### src/regfile.sv
// 32 x 32 register file, combinational reads, write at the clock edge; register 0 is hardwired zero
`timescale 1ns/1ps

module regfile (
    input  logic        clk,
    input  logic        rst_i,
    input  logic        we_i,
    input  logic [4:0]  waddr_i,
    input  logic [31:0] wdata_i,
    input  logic [4:0]  raddr_a_i,
    input  logic [4:0]  raddr_b_i,
    output logic [31:0] rdata_a_o,
    output logic [31:0] rdata_b_o
);

    logic [31:0] regs [32];

    always_ff @(posedge clk) begin
        if (rst_i) begin
            for (int i = 0; i < 32; i++) begin
                regs[i] <= '0;
            end
        end else if (we_i && (waddr_i != 5'd0)) begin  // Writes to r0 are dropped
            regs[waddr_i] <= wdata_i;
        end
    end

    // No bypass, a write shows up on the next cycle
    assign rdata_a_o = regs[raddr_a_i];
    assign rdata_b_o = regs[raddr_b_i];

    a_r0_zero: assert property (@(posedge clk) disable iff (rst_i)
        ((raddr_a_i == 5'd0) -> (rdata_a_o == '0)) &&
        ((raddr_b_i == 5'd0) -> (rdata_b_o == '0)))
        else $error("regfile: register 0 read nonzero");

endmodule

### config.mk
export PLATFORM = sky130hd
export DESIGN_NAME = regfile
export DESIGN_NICKNAME = d
export VERILOG_FILES = /design/src/regfile.sv
export SDC_FILE = /design/constraint.sdc
export NUM_CORES = 2
export LEC_CHECK = 0
export BUFFER_PORTS_ARGS = -buffer_cell sky130_fd_sc_hd__buf_2
export CAP_MARGIN = 20
export CORE_MARGIN = 1
export CORE_UTILIZATION = 55
export DETAILED_ROUTE_END_ITERATION = 10
export GPL_TIMING_DRIVEN = 0
export PLACE_DENSITY = 0.77
export SLEW_MARGIN = 15
export SYNTH_ARGS = -nofsm -noshare
export SYNTH_HDL_FRONTEND = slang
export SYNTH_SLANG_ARGS = --single-unit
export TNS_END_PERCENT = 30
### constraint.sdc
create_clock -name clk -period 2.4 [get_ports clk]
set_clock_uncertainty 0.2 [all_clocks]
set_input_delay 0.48 -clock clk [delete_from_list [all_inputs] [get_ports clk]]
set_output_delay 0.48 -clock clk [all_outputs]
set_load 0.02 [all_outputs]
; Word level (Yosys, flattened, before mapping)
; Memory sizes are Yosys's and may differ from the RTL's.
; Index checks and enable logic that the tools add are counted.
[totals]
regBits = 0
latchBits = 0
ramBits = 1024
romBits = 0
input_bits = 50
out_inout_bits = 64
elab_cells = 12
mem_count = 1
[classes]
add_sub_neg = 0
multipliers = 0
div = 0
magnitude_cmp = 0
n_eq_ne = 0
n_shift = 0
mux = 8
bitwise_logic = 0
n_reduce_logical = 3
[memory_table]
columns = memory, words, word_bits, read_ports, rd_clocked_by_memory_dff, write_ports, line
row1 = regs, 32, 32, 2, 0, 32, 16  ; logic [31:0] regs [32];
[ops]
columns = cell, count
row1 = 32-bit two-way mux, 1
row2 = 32-bit OR reduction, 1
row3 = 1-bit two-way mux, 6
row4 = 5-bit two-way mux, 1
row5 = 5-bit nonzero test, 1
row6 = 1-bit logical AND, 1

; Logic depth before layout (Yosys ltp)
[depth]
ltp_word = 7
mapped_depth = 8
ltp_nobuf = 5

; Least setup slack after synthesis
; No wires, ideal clock.
[synth_timing]
kind = input -> output
startpoint = input port raddr_b_i[1]
endpoint = output port rdata_b_o[25]
arrival_time_ns = 1.749
required_ns = 1.720
slack_ns = -0.029
stages = 8
n_path_buf = 4
path_cell_list = buf_2 -> buf_4 -> buf_4 -> buf_6 -> mux2i_1 -> a22oi_1 -> a31oi_1 -> nand3_1
[synth_between]
elab_chain_cells = 1
[synth_lines]
columns = element, line
row1 = "start, declared", 11  ; input logic [4:0] raddr_b_i,
row2 = memory 32 x 32 bit, -
row3 = "end, declared", 13  ; output logic [31:0] rdata_b_o
; No other way between the ends.

==> run metrics <==
outcome=finished, violations left; failing checks=setup timing; largest net degree at the start of global routing=33; FILL cells=7101; Tightest Hold Check Type=in -> reg; Min Hold Slack=between 0.05 and 0.06 ns; TritonCTS clock tree=built; largest fanout on the critical path=2; post-synthesis cell count=between 4000 and 5000; Seq/Total Area, Yosys=between 50% and 60%; PwrDens=669 nW/um2; Worst-path clk slew=roughly 0.070 ns; layout cells sized above 1=around 20%; Startpoint Class=flop; CTS sink cnt=a little over 1000; Clk Tree Root Cell=clkbuf_16; I/O Pins=114; core area=roughly 100000 um2; DR DRC count=0; post-route ant nets=0; DRT Pass-1 Iters=8; Fin Setup TNS=-84.65 ns; Final WS setup=-0.539 ns; Slew Limit Fails=0; unrepaired setup endpoints after global routing=true; Synth area leader=edfxtp_1; gp weighted congestion=a little under 1; # rows=116; TritonCTS Buffers=around 110; Slew @ Worst Pin=roughly 1.2 ns; via count=44300; final period demand of the worst path=about 2.9 ns; worst-case clock buffer depth=3; die extent in x=~320 um; syn_area_per_cell=roughly 12 um2; Initial Utilization=55.7%; Max IR drop VDD=between 500 and 600 uV; All-Layer GR Usage=a little over two fifths; htree depth=3; GRT overflow=0; Distinct cells, synth=29; Synth Register Bits=1024; top flop regs=regs x1024; CP Data Required Time=around 1.7 ns; Final Net Count=about 5000; synth top area cells=edfxtp_1, mux2i_1, and2_1; max_cap viols=0; Port Buffers=111; Post-Route WL=approximately 220000 um; leakage power=26.5 nW; warnings from Yosys=0; Top reg by flops=regs; Final setup viols=~690; Die H=321 um; post-synthesis instance area=~56000 um2; Setup Crit Path Kind=reg -> out; final HPWL from detailed placement=approximately 150000 um; top-area cell type share of the netlist area=~55%; Max Freq=between 300 and 400 MHz; initial drt markers=between 8000 and 9000; Largest register FFs=1024; antenna violations before repair=11; DR vias/cell=just under 7; WL per Instance=34.9 um; Setup crit end kind=output port; vias in the first global route=42300; Final Hold Fails=0; Critical Path AT=~2.3 ns; first-pass GRT wire length=roughly 300000 um; synthesis-to-layout area growth=20.2%; Tcrit/Tclk final=122%; Relative slew margins=around 22%; Die ar.=103000 um2
stage by stage:
step | total power, mW | utilization [%] | worst slack, ns | std cells | instance area, um2
floorplan | 24.7 | - | -0.0112 | 4636 | 56100
global placement | 26.8 | 58.1 | -1.71 | 6104 | 58300
detailed placement | 27.0 | 58.4 | -1.70 | 6116 | 58600
CTS | 44.0 | 66.1 | -0.404 | 6374 | 66400
global route | 45.5 | 66.9 | -0.505 | 6394 | 67200
finish | 44.9 | 66.9 | -0.539 | 6401 | 67200
final timing paths:
path	to	cells past startpoint	from
setup / recovery	rdata_b_o[0]	6	regs[0][0]
hold / removal	regs[5][27]	2	wdata_i[27]
Yosys cell counts:
cell / number
edfxtp_1: 1024
mux2i_1: 1024
and2_1: 994
clkbuf_1: 218
nand2_1: 196
nand3_1: 193
a21oi_1: 192
a22oi_1: 192
a22o_1: 128
buf_2: 113
a31oi_1: 64
nor3_1: 64
buf_4: 63
or2_2: 33
buf_1: 24
nor2_1: 21
buf_6: 12
clkbuf_2: 9
clkbuf_4: 7
nor2_2: 7
nor2_4: 7
nand2b_1: 5
nor2b_1: 5
nand3b_1: 3
or3_1: 2
or3b_4: 2
conb_1: 1
nand3_2: 1
nand3b_2: 1
cells in the final DEF, fill, tap and decap left out, types with 46 or more instances in the layout:
cell type / n
edfxtp_1: 1024
mux2i_1: 1012
and2_1: 992
nand2_1: 195
a21oi_1: 178
clkbuf_1: 150
a22oi_1: 146
buf_6: 124
a22o_1: 123
clkbuf_16: 118
buf_2: 106
nand3_1: 104
nand3_2: 67
buf_4: 61
a22oi_2: 46
kinds of logic (layout without fill, tap and decap cells):
group           Yosys count  count (layout)  share of synthesized area (%)
simple gates           1534            1544                           15.7
mux                    1024            1024                           18.3
flops                  1024            1024                           55.0
compound gates          576             576                           7.02
buf+inv                 446             837                           3.90
other cells               1              39                        0.00671
layout make-up:
type                       count  area (um2)  area share (%)
clock inverter                71         627           0.933
timing repair buffer         191        2000            2.98
buffer                       444        4030            6.00
antenna                        7        17.5          0.0261
clock buffer                 131        2770            4.12
sequential                  1024       30700            45.8
multi-input combinational   3176       25300            37.6
tap                         1357        1700            2.53
where the power goes:
part           total, mW  leakage [nW]  internal, mW  switching [mW]
Combinational       7.07          15.1          2.57            4.49
Sequential          21.2          9.75          20.7           0.547
Clock               16.6          1.67          9.19            7.45
Total               44.9          26.5          32.4            12.5
critical path, stage by stage, from the launching register on:
cell and delay (ns):
edfxtp_1 0.42, mux2i_1 0.16, a22o_1 0.23, nor3_4 0.08
a31oi_2 0.25, nand3_2 0.20, buf_6 0.19
timing repair:
action,4_1_cts,5_1_grt
hold endpoints to repair,30,0
pin swaps,156,137
hold buffers,30,0
gates cloned,12,10
buffers inserted,16,10
endpoints found under the setup margin,662,930
resized for setup,955,147
layer usage:
| layer | global-route usage, % | share of wire (%) | vias to the layer above |
|---|---|---|---|
| met1 | 52.1 | 34 | 21500 |
| met3 | 15.1 | 16 | 990 |
| li1 | - | - | 17600 |
| met4 | 30.1 | 8.7 | 14 |
| met5 | 1.04 | 0.071 | - |
| met2 | 60.1 | 41 | 4187 |
Power figures use the tool's default switching activity.
