File: src/cpu_pkg.sv
// Shared types for the MIPS subset core; only the listed opcodes and function codes are decoded
package cpu_pkg;

    // Primary opcode field
    typedef enum logic [5:0] {
        OP_RTYPE = 6'h00,
        OP_J     = 6'h02,
        OP_BEQ   = 6'h04,
        OP_ADDI  = 6'h08,
        OP_ANDI  = 6'h0c,
        OP_ORI   = 6'h0d,
        OP_LW    = 6'h23,
        OP_SW    = 6'h2b
    } opcode_e;

    // R-type function field
    typedef enum logic [5:0] {
        F_SLL = 6'h00,
        F_SRL = 6'h02,
        F_ADD = 6'h20,
        F_SUB = 6'h22,
        F_AND = 6'h24,
        F_OR  = 6'h25,
        F_SLT = 6'h2a
    } funct_e;

    typedef enum logic [2:0] {
        ALU_ADD,
        ALU_SUB,
        ALU_AND,
        ALU_OR,
        ALU_SLT,
        ALU_SLL,
        ALU_SRL
    } alu_op_e;

    typedef struct packed {
        opcode_e     op;
        logic [4:0]  rs;
        logic [4:0]  rt;
        logic [4:0]  rd;
        logic [4:0]  shamt;
        funct_e      funct;
    } r_fmt_t;

    typedef struct packed {
        opcode_e     op;
        logic [4:0]  rs;
        logic [4:0]  rt;
        logic [15:0] imm16;
    } i_fmt_t;

    typedef struct packed {
        opcode_e     op;
        logic [25:0] target26;
    } j_fmt_t;

    // One instruction word, three views
    typedef union packed {
        r_fmt_t r;
        i_fmt_t i;
        j_fmt_t j;
    } instr_u;

    typedef struct packed {
        logic    reg_dst;       // rd is the destination, else rt
        logic    alu_src_imm;
        logic    alu_src_shamt;
        logic    sign_ext;
        logic    mem_to_reg;
        logic    mem_wr;
        logic    reg_wr;
        logic    branch;
        logic    jump;
        alu_op_e alu_op;
    } ctrl_t;

    typedef struct packed {
        logic        valid;
        logic [4:0]  addr;
        logic [31:0] data;
    } reg_wr_t;

    typedef struct packed {
        logic        valid;
        logic [31:0] addr;      // Byte address
        logic [31:0] data;
    } mem_wr_t;

endpackage

File: src/data_mem.sv
// Word-only data memory, index wraps modulo DMEM_WORDS (power of two); no byte or halfword access
`timescale 1ns/1ps

module data_mem import cpu_pkg::*; #(
    parameter int  DMEM_WORDS = 64,
    localparam int DA_W       = $clog2(DMEM_WORDS)
) (
    input  logic        clk,
    input  ctrl_t       ctrl_i,
    input  logic [31:0] addr_i,
    input  logic [31:0] wdata_i,
    input  logic [31:0] alu_result_i,
    output logic [31:0] wb_data_o,
    output mem_wr_t     mem_wr_o
);

    logic [31:0]     mem [DMEM_WORDS];
    logic [DA_W-1:0] word_idx;

    assign word_idx = addr_i[DA_W+1:2];

    always_comb begin
        mem_wr_o.valid = ctrl_i.mem_wr;
        mem_wr_o.addr  = addr_i;
        mem_wr_o.data  = wdata_i;
    end

    always_ff @(posedge clk) begin
        if (mem_wr_o.valid) begin
            mem[word_idx] <= mem_wr_o.data;  // Full word, no strobes
        end
    end

    // Write-back select
    assign wb_data_o = ctrl_i.mem_to_reg ? mem[word_idx] : alu_result_i;

    // Base register plus offset must land on a word boundary
    a_store_aligned: assert property (@(posedge clk)
        ctrl_i.mem_wr |-> (addr_i[1:0] == 2'b00))
        else $error("data_mem: store to unaligned address %h", addr_i);

endmodule

File: config.mk
export PLATFORM = sky130hd
export DESIGN_NAME = data_mem
export DESIGN_NICKNAME = d
export VERILOG_FILES = /design/src/cpu_pkg.sv /design/src/data_mem.sv
export SDC_FILE = /design/constraint.sdc
export NUM_CORES = 2
export LEC_CHECK = 0
export BUFFER_PORTS_ARGS = -buffer_cell sky130_fd_sc_hd__buf_2
export CORE_ASPECT_RATIO = 1.5
export CORE_MARGIN = 2
export CORE_UTILIZATION = 55
export DETAILED_ROUTE_END_ITERATION = 8
export PLACE_DENSITY_LB_ADDON = 0.2
export RECOVER_POWER = 25
export SYNTH_ARGS = -nofsm -noshare
export SYNTH_HDL_FRONTEND = slang
export SYNTH_SLANG_ARGS = --single-unit
File: constraint.sdc
create_clock -name clk -period 4.7 [get_ports clk]
set_clock_uncertainty 0.1 [all_clocks]
set_input_delay 0.47 -clock clk [delete_from_list [all_inputs] [get_ports clk]]
set_output_delay 0.47 -clock clk [all_outputs]
set_load 0.02 [all_outputs]
# Yosys cells after proc, flatten, opt, wreduce, memory -nomap -nowiden
# Memory sizes are Yosys's and may differ from the RTL's.
# Cells that the tools add are included.
# totals
output_inout_bits	97
ram_bits	2048
input_bits	109
reg_bits	0
memories	1
word_cells	4
# mem_list
name	depth	width	read_ports	rd_clocked_by_memory_dff	write_ports	line	text
mem	64	32	1	0	1	data_mem.sv:17	logic [31:0] mem [DMEM_WORDS];
# op_classes
muxes	3
# op_table
operator	count
$mux 32	1
$mux 1	2

# Logic depth before layout (Yosys ltp)
# logic_depth
ltp_word	2
ltp_mapped	11
ltp_nobuf	6

# Least setup slack after synthesis
# OpenSTA, ideal clock, no wires.
# synth_path
path_kind	input port to flip-flop
from	input port addr_i[4]
to	memory mem[15][0], enable pin
arrival_ps	3106
t_required_ps	4179
path_buffers	6
path_slack_ps	1072
setup_ps	421
cell_stages	8
path_cell_list	buf_4 buf_4 buf_2 buf_4 buf_4 buf_2 nand2_1 nor2_1
# synth_rtl
element	line	text
from (decl)	data_mem.sv:10	input logic [31:0] addr_i,
to (decl)	data_mem.sv:17	
# Straight into the memory's write port.

# Worst setup path after layout
# layout_path
from	input port addr_i[3]
to	output port wb_data_o[28]
# layout_via
elab_chain_len	2
# layout_lines
element	line	text
$mem_v2 64x32	--	
$mux 32	data_mem.sv:35	assign wb_data_o = ctrl_i.mem_to_reg ? mem[word_idx] : alu_result_i;
to (decl)	data_mem.sv:13	output logic [31:0] wb_data_o,
# No other way between the ends.

==> reports/qor.yml <==
rsz0062_at_grt: "false"
drtPass1Iterations: 7
cts-root-buf: "clkbuf_16"
ys_seq_elements: 2048
die_h_um: 469.5
antenna_found_initial: 9
ios: 206
drt_iter0_markers: 8056
grt-ovfl-total: 0
dieArea_mm2: 0.1476
core_area_mm2: 0.1434
drive_above_1_share_pct: 24.75
synthDistinctLibCells: 66
clk_pin_slew_ps: 60
gp_congestion: 0.9116
min_from: "ctrl_i[6]"
violations: "capacitance limit, slew limit, setup timing"
final_common_cell: "edfxtp_1"
fin_crit_ps: 4805
pwr-share-seq_pct: 54.4
htreeDepth: 4
pwr-share-comb_pct: 6.7
largest_register_ffs: 2048
ys_seq_area_share_pct: 77.39
fin_nets: 4680
nFillCells: 10007
synthFlopType: "edfxtp_1"
cts_made_buffers: 179
start_util_pct: 55.43
min_period_over_period_pct: 102.2
slew_viol_final: 1118
regArea_mm2: 0.06150
cts.path.max_buffers: 3
power_density_mw_per_mm2: 412.8
drt-total-wl_um: 272300
netSwitchingPower_w: 0.008352
hold_viol_final: 0
critPathRequiredTime_ps: 4130
power.leakage_nw: 29.04
worst_pin_slew_ps: 3690
grt_pass1_vias: 45604
timing.fmax_mhz: 208.1
post-route-util_pct: 63.00
via_count: 47223
syn_area_mm2: 0.07947
power_w: 0.03728
antenna_left: 0
top_regs: "mem: 2048 flops"
avgSynthCellArea_um2: 18.98
worst_slack_ps: -105.2
final_cell_mix: "2,048 x edfxtp_1, 327 x buf_4, 211 x mux2i_1"
netlist_instances: 4188
hold-worst-slack_ps: 308.6
cts_tree: "done"
cap_viol_max_count: 19
grt_max_degree: 66
grt_pass1_wl_um: 369000
pwr-share-clk_pct: 38.9
vias_per_cell: 7.140
status: "finished with violations"
yosys_warnings: 0
finalSetupTns_ps: -166.7
synth_nets: 4297
synthArstFlopShare_pct: 0
dpl.hpwl_um: 167800
cp_data_arrival_time_ps: 4240
wl_per_cell_um: 41.17
die_x_um: 314.4
clkSinkCount: 2048
synth-edff-count: 2048
drc: 0
intPower_w: 0.02893
cp_max_fo: 57
regMostFlops: "mem"
io_buffers: 143
num_rows: 170
setup.worst_path.start_class: "input port"
postCtsSetupBuffers: 0
vdd_drop_max_v: 0.0003012
relSlewSlack_pct: -146.0
grt_usage_pct: 36.91
hold_class: "in -> reg"
critPathKind: "in -> out"
endpoint_kind: "primary output"
syn_to_final_growth_pct: 13.65
setup_viol: 2
multiInputGateArea_mm2: 0.01649
swShare_pct: 22.40
cp-startpoint: "addr_i[3]"
==> final timing paths <==
check,endpoint,depth (start not counted)
worst max-delay path,wb_data_o[28],7
worst min-delay path,mem[0][7],3
==> metal layers <==
layer / track usage [%] / routed length (um)
met1: 47.04 / 88970
met5: 0 / 42
met2: 56.98 / 125400
met3: 7.617 / 33600
met4: 25.87 / 24250
==> timing repair <==
action                                 in CTS  in global routing
endpoints found under the hold margin      41                  0
gates resized for setup                     0                  0
hold buffers                                5                  0
==> cells by family (layout without fill, tap and decap cells) <==
kind of cell | after synthesis | count (layout) | share of synthesized area, %
flops | 2048 | 2048 | 77.39
compound gates | 880 | 880 | 8.135
mux | 542 | 542 | 9.842
simple gates | 370 | 370 | 2.026
buf+inv | 348 | 876 | 2.609
other cells | 0 | 6 | 0
==> cell type report <==
cell class / instances / share of cell area, %
multi-input combinational: 1792 / 18.26
timing repair buffer: 544 / 4.764
sequential: 2048 / 68.09
clock buffer: 227 / 5.182
antenna: 6 / 0.01662
inverter: 6 / 0.03325
tap: 1892 / 2.621
clock inverter: 99 / 1.035
==> cell usage after synthesis, types with 5 or more instances <==
library cell  count  share of area, %
nand2_1         102              0.48
mux2_2          154               2.2
or2_2             6             0.047
clkbuf_1         86              0.41
mux2i_1         211               2.7
buf_2            94              0.59
buf_4           120               1.1
nand2b_1          6             0.047
a41oi_1           7             0.077
o32a_1           16              0.20
mux4_2          176               5.0
o2bb2ai_1        12              0.13
buf_1            16             0.076
a211o_1           5             0.055
edfxtp_1       2048                77
o22ai_1         103              0.81
nor2_1          182              0.86
nand4_1           7             0.055
a211oi_1         19              0.18
a221o_1          37              0.47
a31oi_1          25              0.20
a22o_1           47              0.52
buf_6            25              0.35
o221ai_1          8             0.088
o21ai_0          98              0.62
nand3_1          21              0.13
nor2b_1           6             0.047
a222oi_1          9              0.11
and3_1            9             0.071
a22oi_1         143               1.4
nor3_1            6             0.038
a221oi_1        194               2.1
a21oi_1         108              0.68
o2111ai_1         5             0.055
o22a_1            6             0.066
o211ai_1         11              0.10
==> stage by stage <==
| step | cells | area, um2 | setup slack (ps) |
|---|---|---|---|
| 2_1_floorplan | 4188 | 79470 | 1072 |
| 3_3_place_gp | 6277 | 84730 | 66.24 |
| 3_5_place_dp | 6277 | 84730 | 68.56 |
| 4_1_cts | 6608 | 90400 | 67.74 |
| 5_1_grt | 6609 | 90310 | 11.67 |
| 6_report | 6614 | 90320 | -105.2 |
==> power by group through the flow <==
stage | logic [W] | clock network (W) | registers (W)
6_report | 0.00250 | 0.0145 | 0.0203
3_5_place_dp | 0.00243 | 0 | 0.0206
5_1_grt | 0.00253 | 0.0152 | 0.0203
4_1_cts | 0.00244 | 0.0145 | 0.0202
3_3_place_gp | 0.00240 | 0 | 0.0206
2_1_floorplan | 0.00118 | 0 | 0.0206
==> worst max-delay path: stages <==
cell and delay, ps:
buf_8 630, mux4_2 600, a22oi_1 930, o2111ai_1 420
a211o_1 490, o32a_1 400, buf_2 190
Note: power is estimated with default switching activity, not from simulation.
