### src/cpu_pkg.sv
// Shared types for the MIPS subset core; only the listed opcodes and function codes are decoded
package cpu_pkg;

    // Primary opcode field
    typedef enum logic [5:0] {
        OP_RTYPE = 6'h00,
        OP_J     = 6'h02,
        OP_BEQ   = 6'h04,
        OP_ADDI  = 6'h08,
        OP_ANDI  = 6'h0c,
        OP_ORI   = 6'h0d,
        OP_LW    = 6'h23,
        OP_SW    = 6'h2b
    } opcode_e;

    // R-type function field
    typedef enum logic [5:0] {
        F_SLL = 6'h00,
        F_SRL = 6'h02,
        F_ADD = 6'h20,
        F_SUB = 6'h22,
        F_AND = 6'h24,
        F_OR  = 6'h25,
        F_SLT = 6'h2a
    } funct_e;

    typedef enum logic [2:0] {
        ALU_ADD,
        ALU_SUB,
        ALU_AND,
        ALU_OR,
        ALU_SLT,
        ALU_SLL,
        ALU_SRL
    } alu_op_e;

    typedef struct packed {
        opcode_e     op;
        logic [4:0]  rs;
        logic [4:0]  rt;
        logic [4:0]  rd;
        logic [4:0]  shamt;
        funct_e      funct;
    } r_fmt_t;

    typedef struct packed {
        opcode_e     op;
        logic [4:0]  rs;
        logic [4:0]  rt;
        logic [15:0] imm16;
    } i_fmt_t;

    typedef struct packed {
        opcode_e     op;
        logic [25:0] target26;
    } j_fmt_t;

    // One instruction word, three views
    typedef union packed {
        r_fmt_t r;
        i_fmt_t i;
        j_fmt_t j;
    } instr_u;

    typedef struct packed {
        logic    reg_dst;       // rd is the destination, else rt
        logic    alu_src_imm;
        logic    alu_src_shamt;
        logic    sign_ext;
        logic    mem_to_reg;
        logic    mem_wr;
        logic    reg_wr;
        logic    branch;
        logic    jump;
        alu_op_e alu_op;
    } ctrl_t;

    typedef struct packed {
        logic        valid;
        logic [4:0]  addr;
        logic [31:0] data;
    } reg_wr_t;

    typedef struct packed {
        logic        valid;
        logic [31:0] addr;      // Byte address
        logic [31:0] data;
    } mem_wr_t;

endpackage

### src/decode_ctrl.sv
// Instruction decoder and control generation; unsupported encodings decode as no-ops
`timescale 1ns/1ps

module decode_ctrl import cpu_pkg::*; (
    input  instr_u      instr_i,
    output ctrl_t       ctrl_o,
    output logic [4:0]  rs_o,
    output logic [4:0]  rt_o,
    output logic [4:0]  rd_o,
    output logic [4:0]  shamt_o,
    output logic [31:0] imm_ext_o
);

    always_comb begin
        ctrl_o        = '0;
        ctrl_o.alu_op = ALU_ADD;
        case (instr_i.r.op)
            OP_RTYPE: begin
                ctrl_o.reg_dst = 1'b1;
                ctrl_o.reg_wr  = 1'b1;
                case (instr_i.r.funct)
                    F_ADD: ctrl_o.alu_op = ALU_ADD;
                    F_SUB: ctrl_o.alu_op = ALU_SUB;
                    F_AND: ctrl_o.alu_op = ALU_AND;
                    F_OR:  ctrl_o.alu_op = ALU_OR;
                    F_SLT: ctrl_o.alu_op = ALU_SLT;
                    F_SLL: begin
                        ctrl_o.alu_op        = ALU_SLL;
                        ctrl_o.alu_src_shamt = 1'b1;
                    end
                    F_SRL: begin
                        ctrl_o.alu_op        = ALU_SRL;
                        ctrl_o.alu_src_shamt = 1'b1;
                    end
                    default: ctrl_o.reg_wr = 1'b0;
                endcase
            end
            OP_ADDI: begin
                ctrl_o.alu_src_imm = 1'b1;
                ctrl_o.sign_ext    = 1'b1;
                ctrl_o.reg_wr      = 1'b1;
            end
            OP_ANDI: begin
                ctrl_o.alu_src_imm = 1'b1;
                ctrl_o.reg_wr      = 1'b1;
                ctrl_o.alu_op      = ALU_AND;
            end
            OP_ORI: begin
                ctrl_o.alu_src_imm = 1'b1;
                ctrl_o.reg_wr      = 1'b1;
                ctrl_o.alu_op      = ALU_OR;
            end
            OP_LW: begin
                ctrl_o.alu_src_imm = 1'b1;
                ctrl_o.sign_ext    = 1'b1;
                ctrl_o.mem_to_reg  = 1'b1;
                ctrl_o.reg_wr      = 1'b1;
            end
            OP_SW: begin
                ctrl_o.alu_src_imm = 1'b1;
                ctrl_o.sign_ext    = 1'b1;
                ctrl_o.mem_wr      = 1'b1;
            end
            OP_BEQ: begin
                ctrl_o.branch   = 1'b1;
                ctrl_o.sign_ext = 1'b1;
                ctrl_o.alu_op   = ALU_SUB;  // Equal operands give zero
            end
            OP_J:    ctrl_o.jump = 1'b1;
            default: ctrl_o.alu_op = ALU_ADD;
        endcase
    end

    // Shifts operate on rt, so port A reads rt for them
    assign rs_o    = ctrl_o.alu_src_shamt ? instr_i.r.rt : instr_i.r.rs;
    assign rt_o    = instr_i.i.rt;
    assign rd_o    = instr_i.r.rd;
    assign shamt_o = instr_i.r.shamt;

    always_comb begin
        if (ctrl_o.jump) begin
            imm_ext_o = {6'b0, instr_i.j.target26};  // Raw target, fetch adds the region bits
        end else if (ctrl_o.sign_ext) begin
            imm_ext_o = {{16{instr_i.i.imm16[15]}}, instr_i.i.imm16};
        end else begin
            imm_ext_o = {16'b0, instr_i.i.imm16};
        end
    end

endmodule

### config.mk
export PLATFORM = sky130hd
export DESIGN_NAME = decode_ctrl
export DESIGN_NICKNAME = d
export VERILOG_FILES = /design/src/cpu_pkg.sv /design/src/decode_ctrl.sv
export SDC_FILE = /design/constraint.sdc
export NUM_CORES = 1
export LEC_CHECK = 0
export BUFFER_PORTS_ARGS = -buffer_cell sky130_fd_sc_hd__buf_2
export CAP_MARGIN = 20
export CORE_MARGIN = 3
export CORE_UTILIZATION = 37
export DETAILED_ROUTE_END_ITERATION = 10
export PLACE_DENSITY = 0.95
export SETUP_SLACK_MARGIN = 0.02
export SLEW_MARGIN = 30
export SYNTH_ARGS = -nofsm -noshare
export SYNTH_HDL_FRONTEND = slang
export SYNTH_SLANG_ARGS = --single-unit
### constraint.sdc
create_clock -name vclk -period 4.8
set_clock_uncertainty 0.15 [all_clocks]
set_input_delay 0.48 -clock vclk [all_inputs]
set_output_delay 0.48 -clock vclk [all_outputs]
set_load 0.01 [all_outputs]
After elaboration in Yosys (flattened, before gate mapping):

Index checks and enable logic that the tools add are counted.

* equality and inequality tests: 13
* multiplexer cells: 16
* reductions and logical operators: 7

Operator list (number)
* $mux 32: 2
* $eq 6x6->1 const B: 7
* $eq 6x4->1 const B: 3
* $pmux 3 s6: 1
* $eq 6x2->1 const B: 2
* $logic_not 6->1: 2
* $pmux 3 s4: 1
* $mux 1: 10
* $reduce_or 4->1: 2
* $reduce_or 7->1: 1
* $eq 6x3->1 const B: 1
* $mux 5: 1
* $reduce_or 5->1: 1
* $pmux 1 s2: 1
* $reduce_or 2->1: 1

* register bits: 0
* input port bits: 32
* output and inout bits: 64
* word-level logic and storage cells: 36

Longest topological paths before layout:

* depth after elaboration: 5
* mapped depth: 6
* mapped depth without buffers: 3

Worst setup path after synthesis:

No wires, ideal clock.

* kind: input-to-output
* start: input port instr_i[30] (netlist bit)
* end: output port imm_ext_o[27]
* data arrival time: 1706 ps
* required time: 4170 ps
* setup slack: 2464 ps
* cell stages on the path: 6
* buffers on the path: 3
* path through: clkbuf_1 -> nor4_4 -> a21bo_2 -> buf_2 -> nor2_1 -> buf_4

* longest elaborated chain between the ends: 5
* elaborated cells on any way between the ends: 10
* those cells by class: 5 x eq/ne; 4 x mux; 1 x reduce/logical

RTL lines
* start: declaration: RTL line decode_ctrl.sv:5 `input instr_u instr_i,`
* $eq 6x3->1 (tied with other cells): RTL line decode_ctrl.sv:17 `case (instr_i.r.op)`
* $reduce_or 4->1 (no line)
* $mux 1: RTL line decode_ctrl.sv:17
* $mux 32: RTL line decode_ctrl.sv:83 `end else if (ctrl_o.sign_ext) begin`
* $mux 32 (*): RTL line decode_ctrl.sv:81 `if (ctrl_o.jump) begin`
* end: declaration: RTL line decode_ctrl.sv:11 `output logic [31:0] imm_ext_o`

Every way passes the cells marked *; elsewhere a longest branch is shown, timed or not.

Worst setup path in the final report:

* start: input port instr_i[28] (netlist bit)
* end: output port imm_ext_o[31]

Same word-level chain as after synthesis.

==> impl_metrics.ini <==
[die]
row_count = 15
fp.dieArea_mm2 = 0.00263
fp.dieH_um = 51.3
coreArea_mm2 = 0.00184
start_util = 0.413
die_w_um = 51.3
ios = 96

[clock_tree]
cts_setup_buffers = 0
hold_buffers = 0
cts_resized = 0

[routing]
vias_per_cell = 5.24
drt-pass1-iter-count = 3
first_iter_violations = 9
vias = 801
final_antenna_net_count = 0
wire_per_inst_um = 13.1
routed_wl_um = 2000
drc_errors = 0

[worst_setup_path]
cp_max_fo = 12
cp.buffers_inverters = 2
path_common_cell = buf_2
critPathLaunchType = input pin
slowest_stage = a2bb2oi_1
worstPathRequired_ps = 4170
worst-setup-path-type = in -> out
slowest_delay_ps = 760
arrival_ps = 2030
end_kind = output pin
path_cells = buf_2 -> nand4b_1 -> a2bb2oi_1 -> nor2_1 -> buf_2
critPathLaunch = instr_i[28]
crit_family = compound AO/OA/AOI/OAI gates

[place]
portBuffers = 69
place_inst = 153
gp_congestion = 0.822
hpwl_um = 1680

[logic_synthesis]
synth_top_area_share = 0.356
synth_nets = 132
synth_largest_area_cell = buf_4
synthesis.area_um2 = 759
synthCells = 100
syn_avg_cell_area_um2 = 7.59
synth_seq_area_share = 0
ys_warn_count = 0
synth_cell_types = 33
yosys-top-cells-area = buf_4, o2bb2ai_1, mux2_2, nor4_4, a21bo_2

[finish]
mostFrequentLayoutCell = buf_2
final_cell_mix = buf_2, o2bb2ai_1, mux2_2
drive_above_1_share = 0.633
clock_buffers = 0
fillers = 197
layout.nets = 162
seq_cells = 0
area_growth_pct = 10.0
fin_cells = 153
diodes = 0
seqCellArea_um2 = 0
multi_input_area_um2 = 444

[timing]
worstMarginPinSlew_ps = 923
tns_ps = 0
period_share = 0.554
rsz0062_at_grt = false
max_slew_margin = 0.382
finalHoldViolations = 0
setup_viol = 0
drv_slew = 0
fmax_mhz = 376
post-route-min-period_ps = 2660

[grt]
grt_pass1_vias = 719
grt_overflow_total = 0
grtUsageTotal = 0.145
grt_max_degree = 13
grt_pass1_wl_um = 3140
antenna_found_initial = 0

[worst_hold_path]
hold_path_startpoint = instr_i[12]
worstHoldPathType = in -> out

[power]
p_per_area_mw_per_mm2 = 68.0
p_leak_nw = 0.467
peakVddDrop_uv = 38.4

[run_status]
outcome = complete, no violations

[job]
maxCapViolations = 0
cell usage after synthesis, drive strengths merged:
cell,count
nand2,1
a2bb2oi,2
nor4,4
a22oi,1
nor2b,1
nor3,4
mux2,5
nor3b,1
buf,40
a211oi,1
o22ai,3
o2bb2ai,10
nor2,4
nand3,2
a21oi,1
clkbuf,1
nand4b,1
and2,3
a21bo,2
and3b,1
or2b,1
and4b,1
nand3b,2
xor2,2
nand2b,1
o21bai,1
inv,4
stage by stage:
stage,setup slack [ps],hold slack [ps],util,total power (W),cell area (um2)
5_1_grt,1980,810,0.454,0.0000629,836
6_report,2140,810,0.454,0.0000569,836
3_5_place_dp,2170,810,0.454,0.0000569,836
2_1_floorplan,2460,864,-,0.0000520,759
3_3_place_gp,2260,810,0.454,0.0000560,836
4_1_cts,2150,810,0.454,0.0000571,836
power by group:
part	internal, W	switching (W)
logic	0.0000249	0.0000320
registers	0	0
clock network	0	0
logic make-up after synthesis:
family	synth area share
buffers and inverters	0.415
AOI/OAI and AO/OA	0.226
xor gates and xnor gates	0.0231
and+or+nand+nor	0.262
muxes	0.0741
cell type report:
| cell class | count | area share |
|---|---|---|
| timing repair buffer | 69 | 0.413 |
| inverter | 4 | 0.0180 |
| multi-input combinational | 55 | 0.531 |
| tap | 25 | 0.0374 |
worst paths after layout:
kind	to	depth (start not counted)
setup / recovery	imm_ext_o[31]	5
hold / removal	imm_ext_o[12]	0
per-layer routing:
metal  wire [um]  GRT usage  vias up  part of all wire
met1         766      0.160      362              0.38
met5           0          0        -                 0
met3         238     0.0204        9              0.12
met4          36     0.0393        0             0.018
met2         963      0.283       45              0.48
li1            -          -      385                 -
No activity file was read; power rests on OpenSTA's default activity.
