<file path="src/cpu_pkg.sv">
// Shared types for the MIPS subset core; only the listed opcodes and function codes are decoded
package cpu_pkg;

    // Primary opcode field
    typedef enum logic [5:0] {
        OP_RTYPE = 6'h00,
        OP_J     = 6'h02,
        OP_BEQ   = 6'h04,
        OP_ADDI  = 6'h08,
        OP_ANDI  = 6'h0c,
        OP_ORI   = 6'h0d,
        OP_LW    = 6'h23,
        OP_SW    = 6'h2b
    } opcode_e;

    // R-type function field
    typedef enum logic [5:0] {
        F_SLL = 6'h00,
        F_SRL = 6'h02,
        F_ADD = 6'h20,
        F_SUB = 6'h22,
        F_AND = 6'h24,
        F_OR  = 6'h25,
        F_SLT = 6'h2a
    } funct_e;

    typedef enum logic [2:0] {
        ALU_ADD,
        ALU_SUB,
        ALU_AND,
        ALU_OR,
        ALU_SLT,
        ALU_SLL,
        ALU_SRL
    } alu_op_e;

    typedef struct packed {
        opcode_e     op;
        logic [4:0]  rs;
        logic [4:0]  rt;
        logic [4:0]  rd;
        logic [4:0]  shamt;
        funct_e      funct;
    } r_fmt_t;

    typedef struct packed {
        opcode_e     op;
        logic [4:0]  rs;
        logic [4:0]  rt;
        logic [15:0] imm16;
    } i_fmt_t;

    typedef struct packed {
        opcode_e     op;
        logic [25:0] target26;
    } j_fmt_t;

    // One instruction word, three views
    typedef union packed {
        r_fmt_t r;
        i_fmt_t i;
        j_fmt_t j;
    } instr_u;

    typedef struct packed {
        logic    reg_dst;       // rd is the destination, else rt
        logic    alu_src_imm;
        logic    alu_src_shamt;
        logic    sign_ext;
        logic    mem_to_reg;
        logic    mem_wr;
        logic    reg_wr;
        logic    branch;
        logic    jump;
        alu_op_e alu_op;
    } ctrl_t;

    typedef struct packed {
        logic        valid;
        logic [4:0]  addr;
        logic [31:0] data;
    } reg_wr_t;

    typedef struct packed {
        logic        valid;
        logic [31:0] addr;      // Byte address
        logic [31:0] data;
    } mem_wr_t;

endpackage

</file>
<file path="src/fetch_unit.sv">
// PC and instruction memory; the PC wraps modulo IMEM_WORDS, which must be a power of two
`timescale 1ns/1ps

module fetch_unit import cpu_pkg::*; #(
    parameter int  IMEM_WORDS = 64,
    localparam int IA_W       = $clog2(IMEM_WORDS)
) (
    input  logic            clk,
    input  logic            rst_i,
    input  logic            imem_we_i,
    input  logic [IA_W-1:0] imem_addr_i,
    input  instr_u          imem_data_i,
    input  ctrl_t           ctrl_i,
    input  logic            zero_i,
    input  logic [31:0]     imm_ext_i,
    output logic [31:0]     pc_o,
    output logic [31:0]     pc_plus4_o,
    output instr_u          instr_o
);

    logic [31:0]     pc_q;
    logic [31:0]     pc_next;
    logic [31:0]     branch_pc;
    logic [31:0]     jump_pc;
    logic [IA_W-1:0] fetch_idx;

    instr_u imem [IMEM_WORDS];

    // Load port, used by the testbench while the core is held in reset
    always_ff @(posedge clk) begin
        if (imem_we_i) begin
            imem[imem_addr_i] <= imem_data_i;
        end
    end

    assign fetch_idx = pc_q[IA_W+1:2];  // Word index, upper PC bits dropped
    assign instr_o   = imem[fetch_idx];

    assign pc_o       = pc_q;
    assign pc_plus4_o = pc_q + 32'd4;

    always_comb begin
        branch_pc = pc_plus4_o + {imm_ext_i[29:0], 2'b00};
        jump_pc   = {pc_plus4_o[31:28], imm_ext_i[25:0], 2'b00};  // Region bits first
        if (ctrl_i.jump) begin
            pc_next = jump_pc;
        end else if (ctrl_i.branch && zero_i) begin
            pc_next = branch_pc;
        end else begin
            pc_next = pc_plus4_o;
        end
    end

    always_ff @(posedge clk) begin
        if (rst_i) begin
            pc_q <= '0;
        end else begin
            pc_q <= pc_next;
        end
    end

    // Branch offsets and jump targets both keep the low bits clear
    a_pc_aligned: assert property (@(posedge clk) disable iff (rst_i)
        pc_q[1:0] == 2'b00)
        else $error("fetch_unit: PC %h not word aligned", pc_q);

endmodule

</file>
<file path="config.mk">
export PLATFORM = sky130hd
export DESIGN_NAME = fetch_unit
export DESIGN_NICKNAME = d
export VERILOG_FILES = /design/src/cpu_pkg.sv /design/src/fetch_unit.sv
export SDC_FILE = /design/constraint.sdc
export NUM_CORES = 2
export LEC_CHECK = 0
export ABC_AREA = 1
export BUFFER_PORTS_ARGS = -buffer_cell sky130_fd_sc_hd__buf_2
export CAP_MARGIN = 20
export CELL_PAD_IN_SITES_DETAIL_PLACEMENT = 0
export CELL_PAD_IN_SITES_GLOBAL_PLACEMENT = 2
export CORE_UTILIZATION = 25
export DETAILED_ROUTE_END_ITERATION = 10
export PLACE_DENSITY = 0.49
export SYNTH_ARGS = -nofsm -noshare
export SYNTH_HDL_FRONTEND = slang
export SYNTH_SLANG_ARGS = --single-unit
</file>
<file path="constraint.sdc">
create_clock -name clk -period 12.8 [get_ports clk]
set_clock_uncertainty 0.2 [all_clocks]
set_input_delay 0.64 -clock clk [delete_from_list [all_inputs] [get_ports clk]]
set_output_delay 0.64 -clock clk [all_outputs]
set_load 0.02 [all_outputs]
</file>
# After elaboration in Yosys (flattened, before gate mapping)
# Memories as Yosys holds them, arrays and structs flattened. A register that Yosys moved wholly into a read port is not among the register bits.
# Cells that the tools add are included.
[totals]
regBits = 32
mem_bits_rw = 2048
inputBits = 86
out_inout_bits = 96
elab_cells = 12
n_memories = 1
[classes]
n_addsub = 2
muxes = 5
n_reduce_logical = 2
[memory_table]
columns = ["name", "words", "word_bits", "rd", "rd_ports_with_merged_regs", "wr", "line_no", "text"]
rows = [
  ["imem", 64, 32, 1, 1, 1, "fetch_unit.sv:27", "instr_u imem [IMEM_WORDS];"],
]
[op_table]
columns = ["operator", "count"]
rows = [
  ["two-way mux 32 bit", 2],
  ["adder 32 x 3 -> 32 bit, second input constant", 1],
  ["adder 32 bit", 1],
  ["two-way mux 6 bit", 1],
  ["two-way mux 1 bit", 2],
  ["OR reduction 2 bit", 1],
  ["logical AND 1 bit", 1],
]

# Depth between registers and ports, before layout
[depth]
word_depth = 5
depth_mapped = 24
depth_no_buf = 23

# Worst setup path after synthesis
# Ideal clock, no wire load.
[synth_path]
kind = "input port to flip-flop"
startpoint = "input imem_we_i"
endpoint = "memory imem[32][0] (netlist bit) (enable)"
setup_time_ns = 0.502
arrival_ns = 4.268
t_required_ns = 12.098
setup_slack_ns = 7.830
stages = 3
path_buffers = 1
path_cell_list = "clkbuf_1 nand4_1 nor4_1"
[synth_via]
elab_chain_cells = 2
[synth_rtl]
columns = ["element", "line_no", "text"]
rows = [
  ["from (decl)", "fetch_unit.sv:10", "input logic imem_we_i,"],
  ["two-way mux 1 bit", "fetch_unit.sv:31", "if (imem_we_i) begin"],
  ["two-way mux 1 bit (implied by the code)", "fetch_unit.sv:32", "imem[imem_addr_i] <= imem_data_i;"],
  ["to (decl)", "fetch_unit.sv:27", ""],
]
# No other way between the ends.

==> impl_results.md <==
- Status: finished, final reports clean
- Switch Pwr: 4.01 mW
- Post-Syn Area: 84700 um2
- Clock root cell: clkbuf_16
- CTS H-tree lvls: 4
- CP Buf/Inv Count: 5
- CP Cell Sequence: buf_4, buf_4, buf_4, buf_4, o21ai_0, o211ai_1, nand3_1, nand3_1, nand3_1, nand2_1, buf_2
- Unrepaired setup endpoints after global routing: no
- Via/cell ratio: 4.72
- DRT iter0 DRCs: 4333
- Core area: 337000 um2
- CP Data Required Time: 11960 ps
- Worst EP arrival: 5910 ps
- Die Wd: 584 um
- Setup crit start kind: flop
- Sw Share: 25.7%
- Most instantiated cells after synthesis: edfxtp_1, nor2_1, o21ai_0
- Max-cap viol count: 0
- Top-count cell post-synth: edfxtp_1
- Hold/Removal Path Class: in2reg
- First-pass GRT wire length: 427000 um
- Postcts setup bufs: 0
- VDD IR-drop max: 0.113 mV
- Comb pwr share: 9.7%
- Cell repeated most along the worst path: buf_4
- Post-synthesis cell type count: 43
- Post-route DRC: 0
- Clock share of power: 41.9%
- Crit Path Category: reg2out
- Rel. slew slack: 29.5%
- IO buf count: 165
- Pwr/cell area: 158 nW/um2
- Async S/R FF share, synth: 0%
- Seq. cell area: 62100 um2
- CTS tree: yes
- Prevailing post-synth register cell: edfxtp_1
- Synth warn: 0
- Gate Count Post-Synth: 6815
- Leakage power: 31.9 nW
- Final Hold Fails: 0
- Family with the most delay on the worst path: buffers and inverters
- Num ports: 182
- GP Congestion: 0.730
- Synth area leader: edfxtp_1
- Rows: 213
- ANT nets after route: 0
- Max-slew violations: 0
- Clk_lat worst skew: 870 ps
- Slowest CP cell: buf_4
- Final design utilization: 29.3%
- TNS Setup: 0 ps
- Initial antenna violation count: 28
- Yosys reg bits: 2078
- Top cell type's share of synthesized area: 72.6%
- Worst Path Max Fanout: 69
- Final critical-path share of the clock period: 52.8%
- Worst Setup End Kind: output port
- Number of synthesized flops with an enable pin: 2048
- Slack of the critical path: 6050 ps
- Hpwl dp: 157000 um
- Final setup fails: 0
- Initial Util: 25.1%
- Syn-to-layout area delta: 16.4%
- Ratio of cells with drive above 1 in the final layout: 9.89%
- Syn Area/Cell: 12.4 um2
- Gr usage total: 17.6%
- First drt pass iteration count: 5
- GRT overflow: 0
- Nets@finish: 7097
- Worst-Margin Slew: 1060 ps
- Reg clk slew, reported paths: 60 ps
- Part of the power in registers: 48.5%
- CTS max path bufs: 4
- Clock sinks: 2078
- Int Pwr: 11.6 mW
- Fill cells: 34500
- Number of CTS-inserted buffers: 242
- Vias in the first global route: 54000
- DP Worst Slack: 6820 ps
- Largest net degree at the start of global routing: 174
- Tmin final: 6750 ps
- Routed wire length: 307000 um
- Die Y: 584 um
- WL per Instance: 26.3 um
- Seq/Total Area, Yosys: 73.3%
- Slowest stage delay, CP: 770 ps
- Vias: 55200
- Max frequency: 148 MHz
- Area of the multi-input gates: 20200 um2
- Die area: 341000 um2
- Cells taking the most area after synthesis: edfxtp_1, nor2_1, o21ai_0
-- per-layer routing --
| metal | share of wire [%] | GRT usage [%] |
|---|---|---|
| met1 | 47 | 24.7 |
| met2 | 46 | 28.6 |
| met3 | 4.4 | 2.16 |
| met4 | 2.6 | 4.83 |
| met5 | 0.016 | 0 |
-- through the flow --
stage | area, um2 | power, mW | cells | hold WS (ps)
final | 98600 | 15.6 | 11700 | 93.2
after global routing | 98600 | 16.2 | 11700 | 91.0
after CTS | 98500 | 15.9 | 11700 | 3.84
after detailed placement | 90900 | 9.25 | 11200 | 525
after global placement | 90800 | 9.25 | 11200 | 526
after floorplan | 84700 | 8.54 | 6818 | 539
-- registers in the layout, indices dropped and copies added (netlist names) --
signal	flops
pc_o	30
imem	2048
-- what timing repair did --
item | in CTS | in global routing
hold buffers | 35 | 1
hold endpoints to repair | 25 | 13
gates resized for setup | 0 | 0
-- worst reg2reg max path, delay by kind of cell, from the launching register on --
family          cells  cell delay (ps)
simple gates       12             2110
buf+inv             3              790
flops               1              650
fa+ha+maj           1              390
compound gates      2              340
-- power by group through the flow --
stage	clock (mW)	combinational (mW)	sequential (mW)
6_report	6.53	1.51	7.57
2_1_floorplan	0	0.846	7.70
5_1_grt	6.97	1.67	7.57
3_3_place_gp	0	1.54	7.71
4_1_cts	6.73	1.56	7.57
3_5_place_dp	0	1.55	7.71
-- layout by cell type (no fill, tap or decap), types with 5 or more instances in the layout --
cell           count
nor2_1          1311
bufinv_16          9
nor4_2             8
nand3_1          295
dfxtp_1           25
clkbuf_16        248
clkbuf_1          65
nand2_1          549
dlygate4sd3_1     36
xor2_1            22
edfxtp_1        2048
inv_1            166
nor2_4            58
clkinv_2          29
clkinv_1          74
o221ai_1          12
buf_2            165
o21ai_1           55
ha_1              36
o21ai_0         1004
buf_12            12
o211ai_1         247
or2_0              7
a31oi_1            5
nor3_1            11
a21oi_1          140
nand4_1           42
buf_4            144
o22ai_1          283
o21bai_1           6
-- final timing paths --
path / slack, ps / endpoint / from / cells past startpoint
min: 90 / pc_o[11] / imm_ext_i[9] / 6
max: 6050 / instr_o[11] / pc_o[3] / 11
max reg2reg: 8190 / pc_o[25] / pc_o[5] / 18
min reg2reg: 530 / pc_o[2] / pc_o[2] / 3
-- cells by family (layout without fill, tap and decap cells) --
logic type      count (synthesis)  count (layout)  share of synthesized area, %
simple gates                 2293            2293                          10.9
flops                        2078            2078                          73.3
compound gates               1757            1757                          11.6
buf+inv                       623             972                          3.34
fa+ha+maj                      37              37                         0.556
xor+xnor                       26              26                         0.269
other cells                     1               7                       0.00443
-- cell type report --
type	count	area share [%]
clock buffer	313	6.54
tap	4515	5.73
sequential	2078	63.0
antenna	3	0.00762
clock inverter	124	0.878
timing repair buffer	360	2.59
inverter	175	0.716
multi-input combinational	4117	20.5
No activity file was read; power rests on OpenSTA's default activity.
