**src/cpu_pkg.sv**
```systemverilog
// Shared types for the MIPS subset core; only the listed opcodes and function codes are decoded
package cpu_pkg;

    // Primary opcode field
    typedef enum logic [5:0] {
        OP_RTYPE = 6'h00,
        OP_J     = 6'h02,
        OP_BEQ   = 6'h04,
        OP_ADDI  = 6'h08,
        OP_ANDI  = 6'h0c,
        OP_ORI   = 6'h0d,
        OP_LW    = 6'h23,
        OP_SW    = 6'h2b
    } opcode_e;

    // R-type function field
    typedef enum logic [5:0] {
        F_SLL = 6'h00,
        F_SRL = 6'h02,
        F_ADD = 6'h20,
        F_SUB = 6'h22,
        F_AND = 6'h24,
        F_OR  = 6'h25,
        F_SLT = 6'h2a
    } funct_e;

    typedef enum logic [2:0] {
        ALU_ADD,
        ALU_SUB,
        ALU_AND,
        ALU_OR,
        ALU_SLT,
        ALU_SLL,
        ALU_SRL
    } alu_op_e;

    typedef struct packed {
        opcode_e     op;
        logic [4:0]  rs;
        logic [4:0]  rt;
        logic [4:0]  rd;
        logic [4:0]  shamt;
        funct_e      funct;
    } r_fmt_t;

    typedef struct packed {
        opcode_e     op;
        logic [4:0]  rs;
        logic [4:0]  rt;
        logic [15:0] imm16;
    } i_fmt_t;

    typedef struct packed {
        opcode_e     op;
        logic [25:0] target26;
    } j_fmt_t;

    // One instruction word, three views
    typedef union packed {
        r_fmt_t r;
        i_fmt_t i;
        j_fmt_t j;
    } instr_u;

    typedef struct packed {
        logic    reg_dst;       // rd is the destination, else rt
        logic    alu_src_imm;
        logic    alu_src_shamt;
        logic    sign_ext;
        logic    mem_to_reg;
        logic    mem_wr;
        logic    reg_wr;
        logic    branch;
        logic    jump;
        alu_op_e alu_op;
    } ctrl_t;

    typedef struct packed {
        logic        valid;
        logic [4:0]  addr;
        logic [31:0] data;
    } reg_wr_t;

    typedef struct packed {
        logic        valid;
        logic [31:0] addr;      // Byte address
        logic [31:0] data;
    } mem_wr_t;

endpackage

```
**src/alu.sv**
```systemverilog
// 32-bit ALU; SLT compares signed, shifts use the low five bits of b_i
`timescale 1ns/1ps

module alu import cpu_pkg::*; (
    input  logic [31:0] a_i,
    input  logic [31:0] b_i,
    input  alu_op_e     op_i,
    output logic [31:0] result_o,
    output logic        zero_o
);

    logic [4:0] shift_amt;

    assign shift_amt = b_i[4:0];

    always_comb begin
        case (op_i)
            ALU_ADD: result_o = a_i + b_i;
            ALU_SUB: result_o = a_i - b_i;
            ALU_AND: result_o = a_i & b_i;
            ALU_OR:  result_o = a_i | b_i;
            ALU_SLT: result_o = {31'b0, $signed(a_i) < $signed(b_i)};
            ALU_SLL: result_o = a_i << shift_amt;
            ALU_SRL: result_o = a_i >> shift_amt;  // Logical, zero fill
            default: result_o = '0;
        endcase
    end

    // BEQ looks at this after a subtract
    assign zero_o = (result_o == '0);

endmodule

```
**config.mk**
```make
export PLATFORM = sky130hd
export DESIGN_NAME = alu
export DESIGN_NICKNAME = d
export VERILOG_FILES = /design/src/cpu_pkg.sv /design/src/alu.sv
export SDC_FILE = /design/constraint.sdc
export NUM_CORES = 1
export LEC_CHECK = 0
export ABC_AREA = 1
export BUFFER_PORTS_ARGS = -buffer_cell sky130_fd_sc_hd__clkbuf_2
export CELL_PAD_IN_SITES_DETAIL_PLACEMENT = 1
export CELL_PAD_IN_SITES_GLOBAL_PLACEMENT = 2
export CORE_ASPECT_RATIO = 1.5
export CORE_MARGIN = 3
export CORE_UTILIZATION = 30
export DETAILED_ROUTE_END_ITERATION = 12
export PLACE_DENSITY_LB_ADDON = 0.1
export SLEW_MARGIN = 20
export SYNTH_ARGS = -nofsm -noshare
export SYNTH_HDL_FRONTEND = slang
export SYNTH_SLANG_ARGS = --single-unit
```
**constraint.sdc**
```tcl
create_clock -name vclk -period 3.4
set_input_delay 0.34 -clock vclk [all_inputs]
set_output_delay 0.34 -clock vclk [all_outputs]
set_load 0.02 [all_outputs]
```
Yosys cells after proc, flatten, opt, wreduce, memory -nomap -nowiden

Cells that the tools add are included.

Bits of input ports: 67
Output and inout bits: 33
Bits in registers: 0
Word-level logic and storage cells: 16

Bitwise logic cells: 2
Shift-type cells: 2
Eq/ne operators: 6
$lt $le $gt $ge: 1
Muxes and demuxes: 1
$add $sub $neg: 2
Reduce and logical (&&, ||, !) cells: 2

Operators with widths:

| operator           | number |
|---|---|
| $pmux 32 s7        | 1 |
| $add 32x32->32     | 1 |
| $and 32x32->32     | 1 |
| $logic_not 32->1   | 1 |
| $lt 32x32->1       | 1 |
| $or 32x32->32      | 1 |
| $shl 32x5->32      | 1 |
| $shr 32x5->32      | 1 |
| $sub 32x32->32     | 1 |
| $eq 3x3->1 const B | 3 |
| $eq 3x2->1 const B | 2 |
| $eq 3x1->1 const B | 1 |
| $logic_not 3->1    | 1 |

Depth between registers and ports, before layout

Gate-level depths: netlist of run 1.

Depth after elaboration: 3
Mapped depth: 23
Depth with buffers taken out: 21

Worst setup path after synthesis of run 1

Ideal clock, no wire load.

Kind: input to output
Start: input b_i[3]
End: output zero_o
Arrival time: 2.911 ns
Data required time: 3.060 ns
Stages on the path: 20
Buffers on the path: 3
Slack: 0.149 ns
Cell sequence: buf_2 inv_2 clkbuf_1 ha_1 buf_4 nor2_1 nand3_1 nand3_1 nand2_1 nand3_1 nand2_1 nand2_1 nand2_1 nand3_1 nand3_1 nor2_1 nand2_1 nor2_1 nand2_1 nor2_1

Word-level cells in the longest chain between the ends: 3
Elaborated cells on any way between the ends: 9
Classes of those cells: 2 x add/sub; 1 x order compare; 2 x shift; 1 x mux; 2 x bitwise; 1 x reduce/logical

Ends and longest elaborated chain:

| element                                | RTL line  | text |
|---|---|---|
| start: declaration                     | alu.sv:6  | `input logic [31:0] b_i,` |
| $sub 32x32->32 (tied with other cells) | alu.sv:19 | `ALU_SUB: result_o = a_i - b_i;` |
| $pmux 32 s7 *                          | alu.sv:17 | `case (op_i)` |
| via result_o[29]                       | alu.sv:8  | `output logic [31:0] result_o,` |
| $logic_not 32->1 *                     | alu.sv:30 | `assign zero_o = (result_o == '0);` |
| end: declaration                       | alu.sv:9  | `output logic zero_o` |

The timed path passes the listed nets; every way through them passes the cells marked *.

Worst setup path in the final report of run 1

Start: input b_i[0]
End: output zero_o

Word-level cells in the longest chain between the ends: 3
Elaborated cells on any way between the ends: 9
Classes of those cells: 2 x add/sub; 1 x order compare; 2 x shift; 1 x mux; 2 x bitwise; 1 x reduce/logical

Ends and longest elaborated chain:

| element                                | RTL line |
|---|---|
| $sub 32x32->32 (tied with other cells) | alu.sv:19 |
| $pmux 32 s7 *                          | alu.sv:17 |
| $logic_not 32->1 *                     | alu.sv:30 |

Every way passes the cells marked *; elsewhere a longest branch is shown, timed or not.

==> flow_metrics.py, run 1 <==
metrics = {
    "yosys": {
        "synth_adder_area_share_pct": 14.3,
        "ys_types": 37,
        "synth_top_area_cell": "nand3_1",
        "syn-num-nets": 2224,
        "yosysMostFrequentCell": "nand2_1",
        "synth_top_family_by_area": "simple AND/OR/NAND/NOR gates",
        "syn-cell-area_um2": 9880,
        "synth_common_cells": "nand2_1 (610), nand3_1 (499), inv_1 (326), nor2_1 (195), ha_1 (110)",
        "synthMuxAreaShare_pct": 0,
        "yosys.area_share.xor_xnor_pct": 0.0887,
        "synth_compound_area_share_pct": 7.04,
        "yosysSeqAreaShare_pct": 0,
        "syn_area_per_cell_um2": 4.83,
        "synth_simple_gate_area_share_pct": 60.8,
        "ys_warn_count": 0,
        "synth_top_area_share_pct": 25.3,
        "synth_cells": 2045,
        "synthTopCellsByArea": "nand3_1 (25%), nand2_1 (23%), ha_1 (14%), inv_1 (12%), nor2_1 (7.4%)",
    },
    "floorplan": {
        "dieArea_um2": 35200,
        "die_w_um": 154,
        "start_util_pct": 30.7,
        "io_pins": 100,
        "core_region_area_um2": 32100,
        "num_rows": 80,
        "dieHeight_um": 228,
    },
    "sta": {
        "max_freq_mhz": 305,
        "holdWs_ns": 1.49,
        "min_period_over_period_pct": 96.4,
        "worst_pin_slew_ns": 0.618,
        "fin_crit_ns": 3.28,
        "finalMaxSlewViolations": 0,
        "hold_violations": 0,
        "slew_headroom_pct": 58.8,
        "setup_viol_count_final": 0,
        "finalSetupTns_ns": 0,
    },
    "place": {
        "hpwl_um": 52500,
        "place.gp.congestion": 0.981,
        "placedCellCount": 2666,
        "port_buffers": 100,
    },
    "power": {
        "vdd_drop_max_v": 0.0000749,
        "p_leak_nw": 7.31,
        "power_density_nw_per_um2": 185,
    },
    "layout": {
        "clock_buffers": 0,
        "antenna_cells": 0,
        "final_cells": 2676,
        "area_growth_pct": 28.7,
        "postLayoutCoreUtil_pct": 39.6,
        "seq_cell_count": 0,
        "drive_gt1_share_pct": 19.1,
        "final_nets": 2447,
        "seq_area_um2": 0,
    },
    "worst_setup_path": {
        "critPathLaunchType": "primary input",
        "end_kind": "primary output",
        "crit_type": "in -> out",
        "cp_data_required_time_ns": 3.06,
        "crit_fanout": 23,
        "arrival_ns": 2.94,
    },
    "flow_run": {
        "cap_violations": 0,
    },
    "routing": {
        "drt_iter0_drc": 944,
        "vias": 14500,
        "wl_per_cell_um": 23.0,
        "drt.antenna.violating_nets": 0,
        "dr.pass1.iters": 4,
        "via_per_inst": 5.41,
        "drt-total-wl_um": 61700,
        "drc": 0,
    },
    "outcome": {
        "status": "finished clean",
    },
    "global_routing": {
        "antenna_found_initial": 0,
        "grt_max_degree": 73,
        "grt.total_usage_pct": 33.0,
        "grt_pass1_vias": 14900,
        "grt.overflow.total": 0,
        "grt_pass1_wl_um": 89700,
    },
    "min_path": {
        "min_path_cells": 6,
        "hold_path.class": "in -> out",
    },
}
## power by group
group | total [mW] | leakage, nW | internal [mW] | switching, mW
clock | 0 | 0 | 0 | 0
sequential | 0 | 0 | 0 | 0
combinational | 2.35 | 7.31 | 0.826 | 1.52
## worst max-delay path: stages
cell and delay [ns]:
clkbuf_4 0.21, buf_12 0.14, inv_4 0.07, buf_12 0.16, nand2_1 0.13, nand3_1 0.18
nand3_1 0.17, nand3_1 0.14, nand3_1 0.20, nand2_1 0.07, nor2_1 0.26, nand3_1 0.22
nor2_2 0.12, nand2_1 0.07, nor2_1 0.10, nand2_1 0.07, nor2_2 0.09, clkbuf_4 0.17
## stage by stage
stage	power, mW	instance area [um2]	setup WS, ns
2_1_floorplan	1.19	9880	0.149
4_1_cts	2.23	12200	0.00152
6_report	2.35	12700	0.122
5_1_grt	2.55	12700	-0.0246
3_5_place_dp	2.18	12100	-0.564
3_3_place_gp	2.16	12100	-0.597
## area by class of cell
type               instances  area (um2)
inverters                334        1260
repair buffers           310        2280
well taps                410         513
fillers                 4736       19400
multi-input cells       1622        8670
## layout by cell type (no fill, tap or decap), types with 6 or more instances in the layout
cell	netlist	layout
a21oi_1	62	60
a31oi_1	7	7
and2_1	7	7
and3_1	6	6
buf_12	0	11
buf_4	9	196
clkbuf_2	2	97
ha_1	110	85
ha_4	0	20
inv_1	326	323
inv_2	7	10
nand2_1	610	594
nand2_2	1	16
nand3_1	499	484
nand3_2	2	17
nand4_1	35	35
nor2_1	195	162
nor2_2	1	28
nor2_4	0	6
nor3_1	15	12
o21ai_0	35	33
o22ai_1	8	8
or2_2	6	6
## timing repair
item,CTS,global route
setup buffers,1,7
hold endpoints to repair,0,0
pin swaps,4,15
gates resized for setup,40,90
hold buffers,0,0
gates cloned,0,2
setup endpoints to repair,2,1
## per-layer routing
layer	track usage [%]	routed length [um]
met1	39.8	25000
met3	1.08	1820
met5	0	0
met4	15.4	4080
met2	59.8	30800
## logic make-up after synthesis
group                    count (synthesis)
adder cells (fa/ha/maj)                112
AO/OA/AOI/OAI                          127
AND/OR/NAND/NOR                       1382
XOR/XNOR                                 1
buffers and inverters                  423
## path summary, 6_finish.rpt
kind	slack [ns]	end	start
hold / removal	1.49	result_o[0]	op_i[1]
setup / recovery	0.12	zero_o	b_i[0]
No activity file was read; power rests on OpenSTA's default activity.
==> run 2, diff against run 1 <==
Settings changed: CAP_MARGIN set to 25, GPL_TIMING_DRIVEN set to 0.
==> flow_metrics.py, run 2 (synthesized netlist as in run 1, its figures left out) <==
metrics = {
    "sta": {
        "slew_headroom_pct": 31.8,
        "setup_viol_count_final": 1,
        "hold_violations": 0,
        "finalSetupTns_ns": -0.00986,
        "worst_pin_slew_ns": 1.02,
        "fin_ws_ns": -0.00986,
        "max_freq_mhz": 293,
        "min_period_over_period_pct": 100,
        "fin_crit_ns": 3.41,
        "finalMaxSlewViolations": 0,
    },
    "place": {
        "place.gp.congestion": 1.07,
        "port_buffers": 100,
        "dpl-instance-area_um2": 10900,
        "hpwl_um": 57400,
    },
    "routing": {
        "drc": 0,
        "dr.pass1.iters": 5,
        "drt-total-wl_um": 67300,
        "via_per_inst": 5.67,
        "drt.antenna.violating_nets": 0,
        "drt_iter0_drc": 889,
        "wl_per_cell_um": 26.0,
        "vias": 14700,
    },
    "global_routing": {
        "grt.overflow.total": 0,
        "grt_max_degree": 12,
        "antenna_found_initial": 0,
        "grt_pass1_wl_um": 96500,
        "grt_pass1_vias": 15300,
        "grt.total_usage_pct": 36.5,
    },
    "worst_setup_path": {
        "crit_fanout": 10,
        "arrival_ns": 3.07,
        "crit_type": "in -> out",
        "end_kind": "primary output",
        "cp_data_required_time_ns": 3.06,
        "critPathLaunchType": "primary input",
    },
    "power": {
        "p_leak_nw": 6.87,
        "vdd_drop_max_v": 0.0000622,
        "p_clk_share_pct": 0,
        "p_sw_mw": 1.61,
        "internal_power_uw": 680,
        "power_density_nw_per_um2": 188,
        "power.total_mw": 2.29,
        "sequentialPowerShare_pct": 0,
        "combPwrFrac_pct": 100.0,
        "swShare_pct": 70.3,
    },
    "layout": {
        "mostFrequentLayoutCells": "nand2_1 (556), nand3_1 (463), inv_1 (318)",
        "area_growth_pct": 23.1,
        "seq_cell_count": 0,
        "drive_gt1_share_pct": 18.6,
        "antenna_cells": 0,
        "finish.instance_area_um2": 12200,
        "postLayoutCoreUtil_pct": 37.8,
        "final_nets": 2355,
        "clock_buffers": 0,
        "seq_area_um2": 0,
        "layout_commonest_cell": "nand2_1",
    },
    "floorplan": {
        "core_region_area_um2": 32100,
        "dieArea_um2": 35200,
        "start_util_pct": 30.7,
        "num_rows": 80,
        "io_pins": 100,
        "dieHeight_um": 228,
        "die_w_um": 154,
    },
    "outcome": {
        "violations": "negative setup slack",
        "status": "finished, violations left",
    },
    "min_path": {
        "hold_path.class": "in -> out",
    },
    "flow_run": {
        "cap_violations": 0,
    },
}
-- run 2: cell count changes in the layout (fill, tap and decap cells not counted), sizes merged --
cell,change
buf,-114
clkbuf,+22
-- run 2: repair_timing --
action,CTS,global route
buffers inserted,13,18
hold buffers,0,0
gates cloned,1,0
setup endpoints to repair,31,2
gates resized for setup,129,183
pin swaps,16,46
-- run 2: worst max-delay path, stage by stage --
cell      delay, ns
clkbuf_4       0.16
clkbuf_1       0.70
nor2_1         0.35
o21ai_1        0.39
nor2_1         0.13
nor2_4         0.16
nand3_4        0.12
nor2_4         0.14
nand2_2        0.08
nor2_4         0.16
nand2_1        0.08
nor2_2         0.08
buf_4          0.14
-- run 2: final timing paths --
path,from,to,slack [ns],cells past startpoint
setup / recovery,b_i[2],zero_o,-0.01,13
hold / removal,b_i[13],result_o[13],1.40,7
-- run 2: through the flow --
stage | instances | hold WS [ns] | worst slack, ns
after global routing | 2584 | 1.43 | -0.0856
final | 2584 | 1.40 | -0.00986
after global placement | 2555 | 1.39 | -1.38
after detailed placement | 2555 | 1.40 | -1.39
after floorplan | 2045 | 0.911 | 0.149
after CTS | 2568 | 1.40 | 0.000379
-- run 2: cell type report --
type / instances / area (um2)
plain buffers: 86 / 621
fillers: 4678 / 20000
inverters: 334 / 1270
multi-input cells: 1622 / 8950
well taps: 410 / 513
repair buffers: 132 / 808
-- run 2: power groups by stage --
stage / sequential (mW) / combinational (mW) / clock, mW
floorplan: 0 / 1.19 / 0
global placement: 0 / 1.95 / 0
detailed placement: 0 / 1.97 / 0
CTS: 0 / 2.10 / 0
global route: 0 / 2.46 / 0
finish: 0 / 2.29 / 0
-- run 2: metal layers --
| metal | vias up | global-route usage (%) | wire (um) |
|---|---|---|---|
| met1 | 7084 | 39.8 | 24500 |
| met2 | 520 | 65.7 | 33600 |
| met4 | 0 | 27.3 | 6670 |
| met3 | 245 | 1.84 | 2560 |
| met5 | - | 0 | 0 |
| li1 | 6809 | - | - |
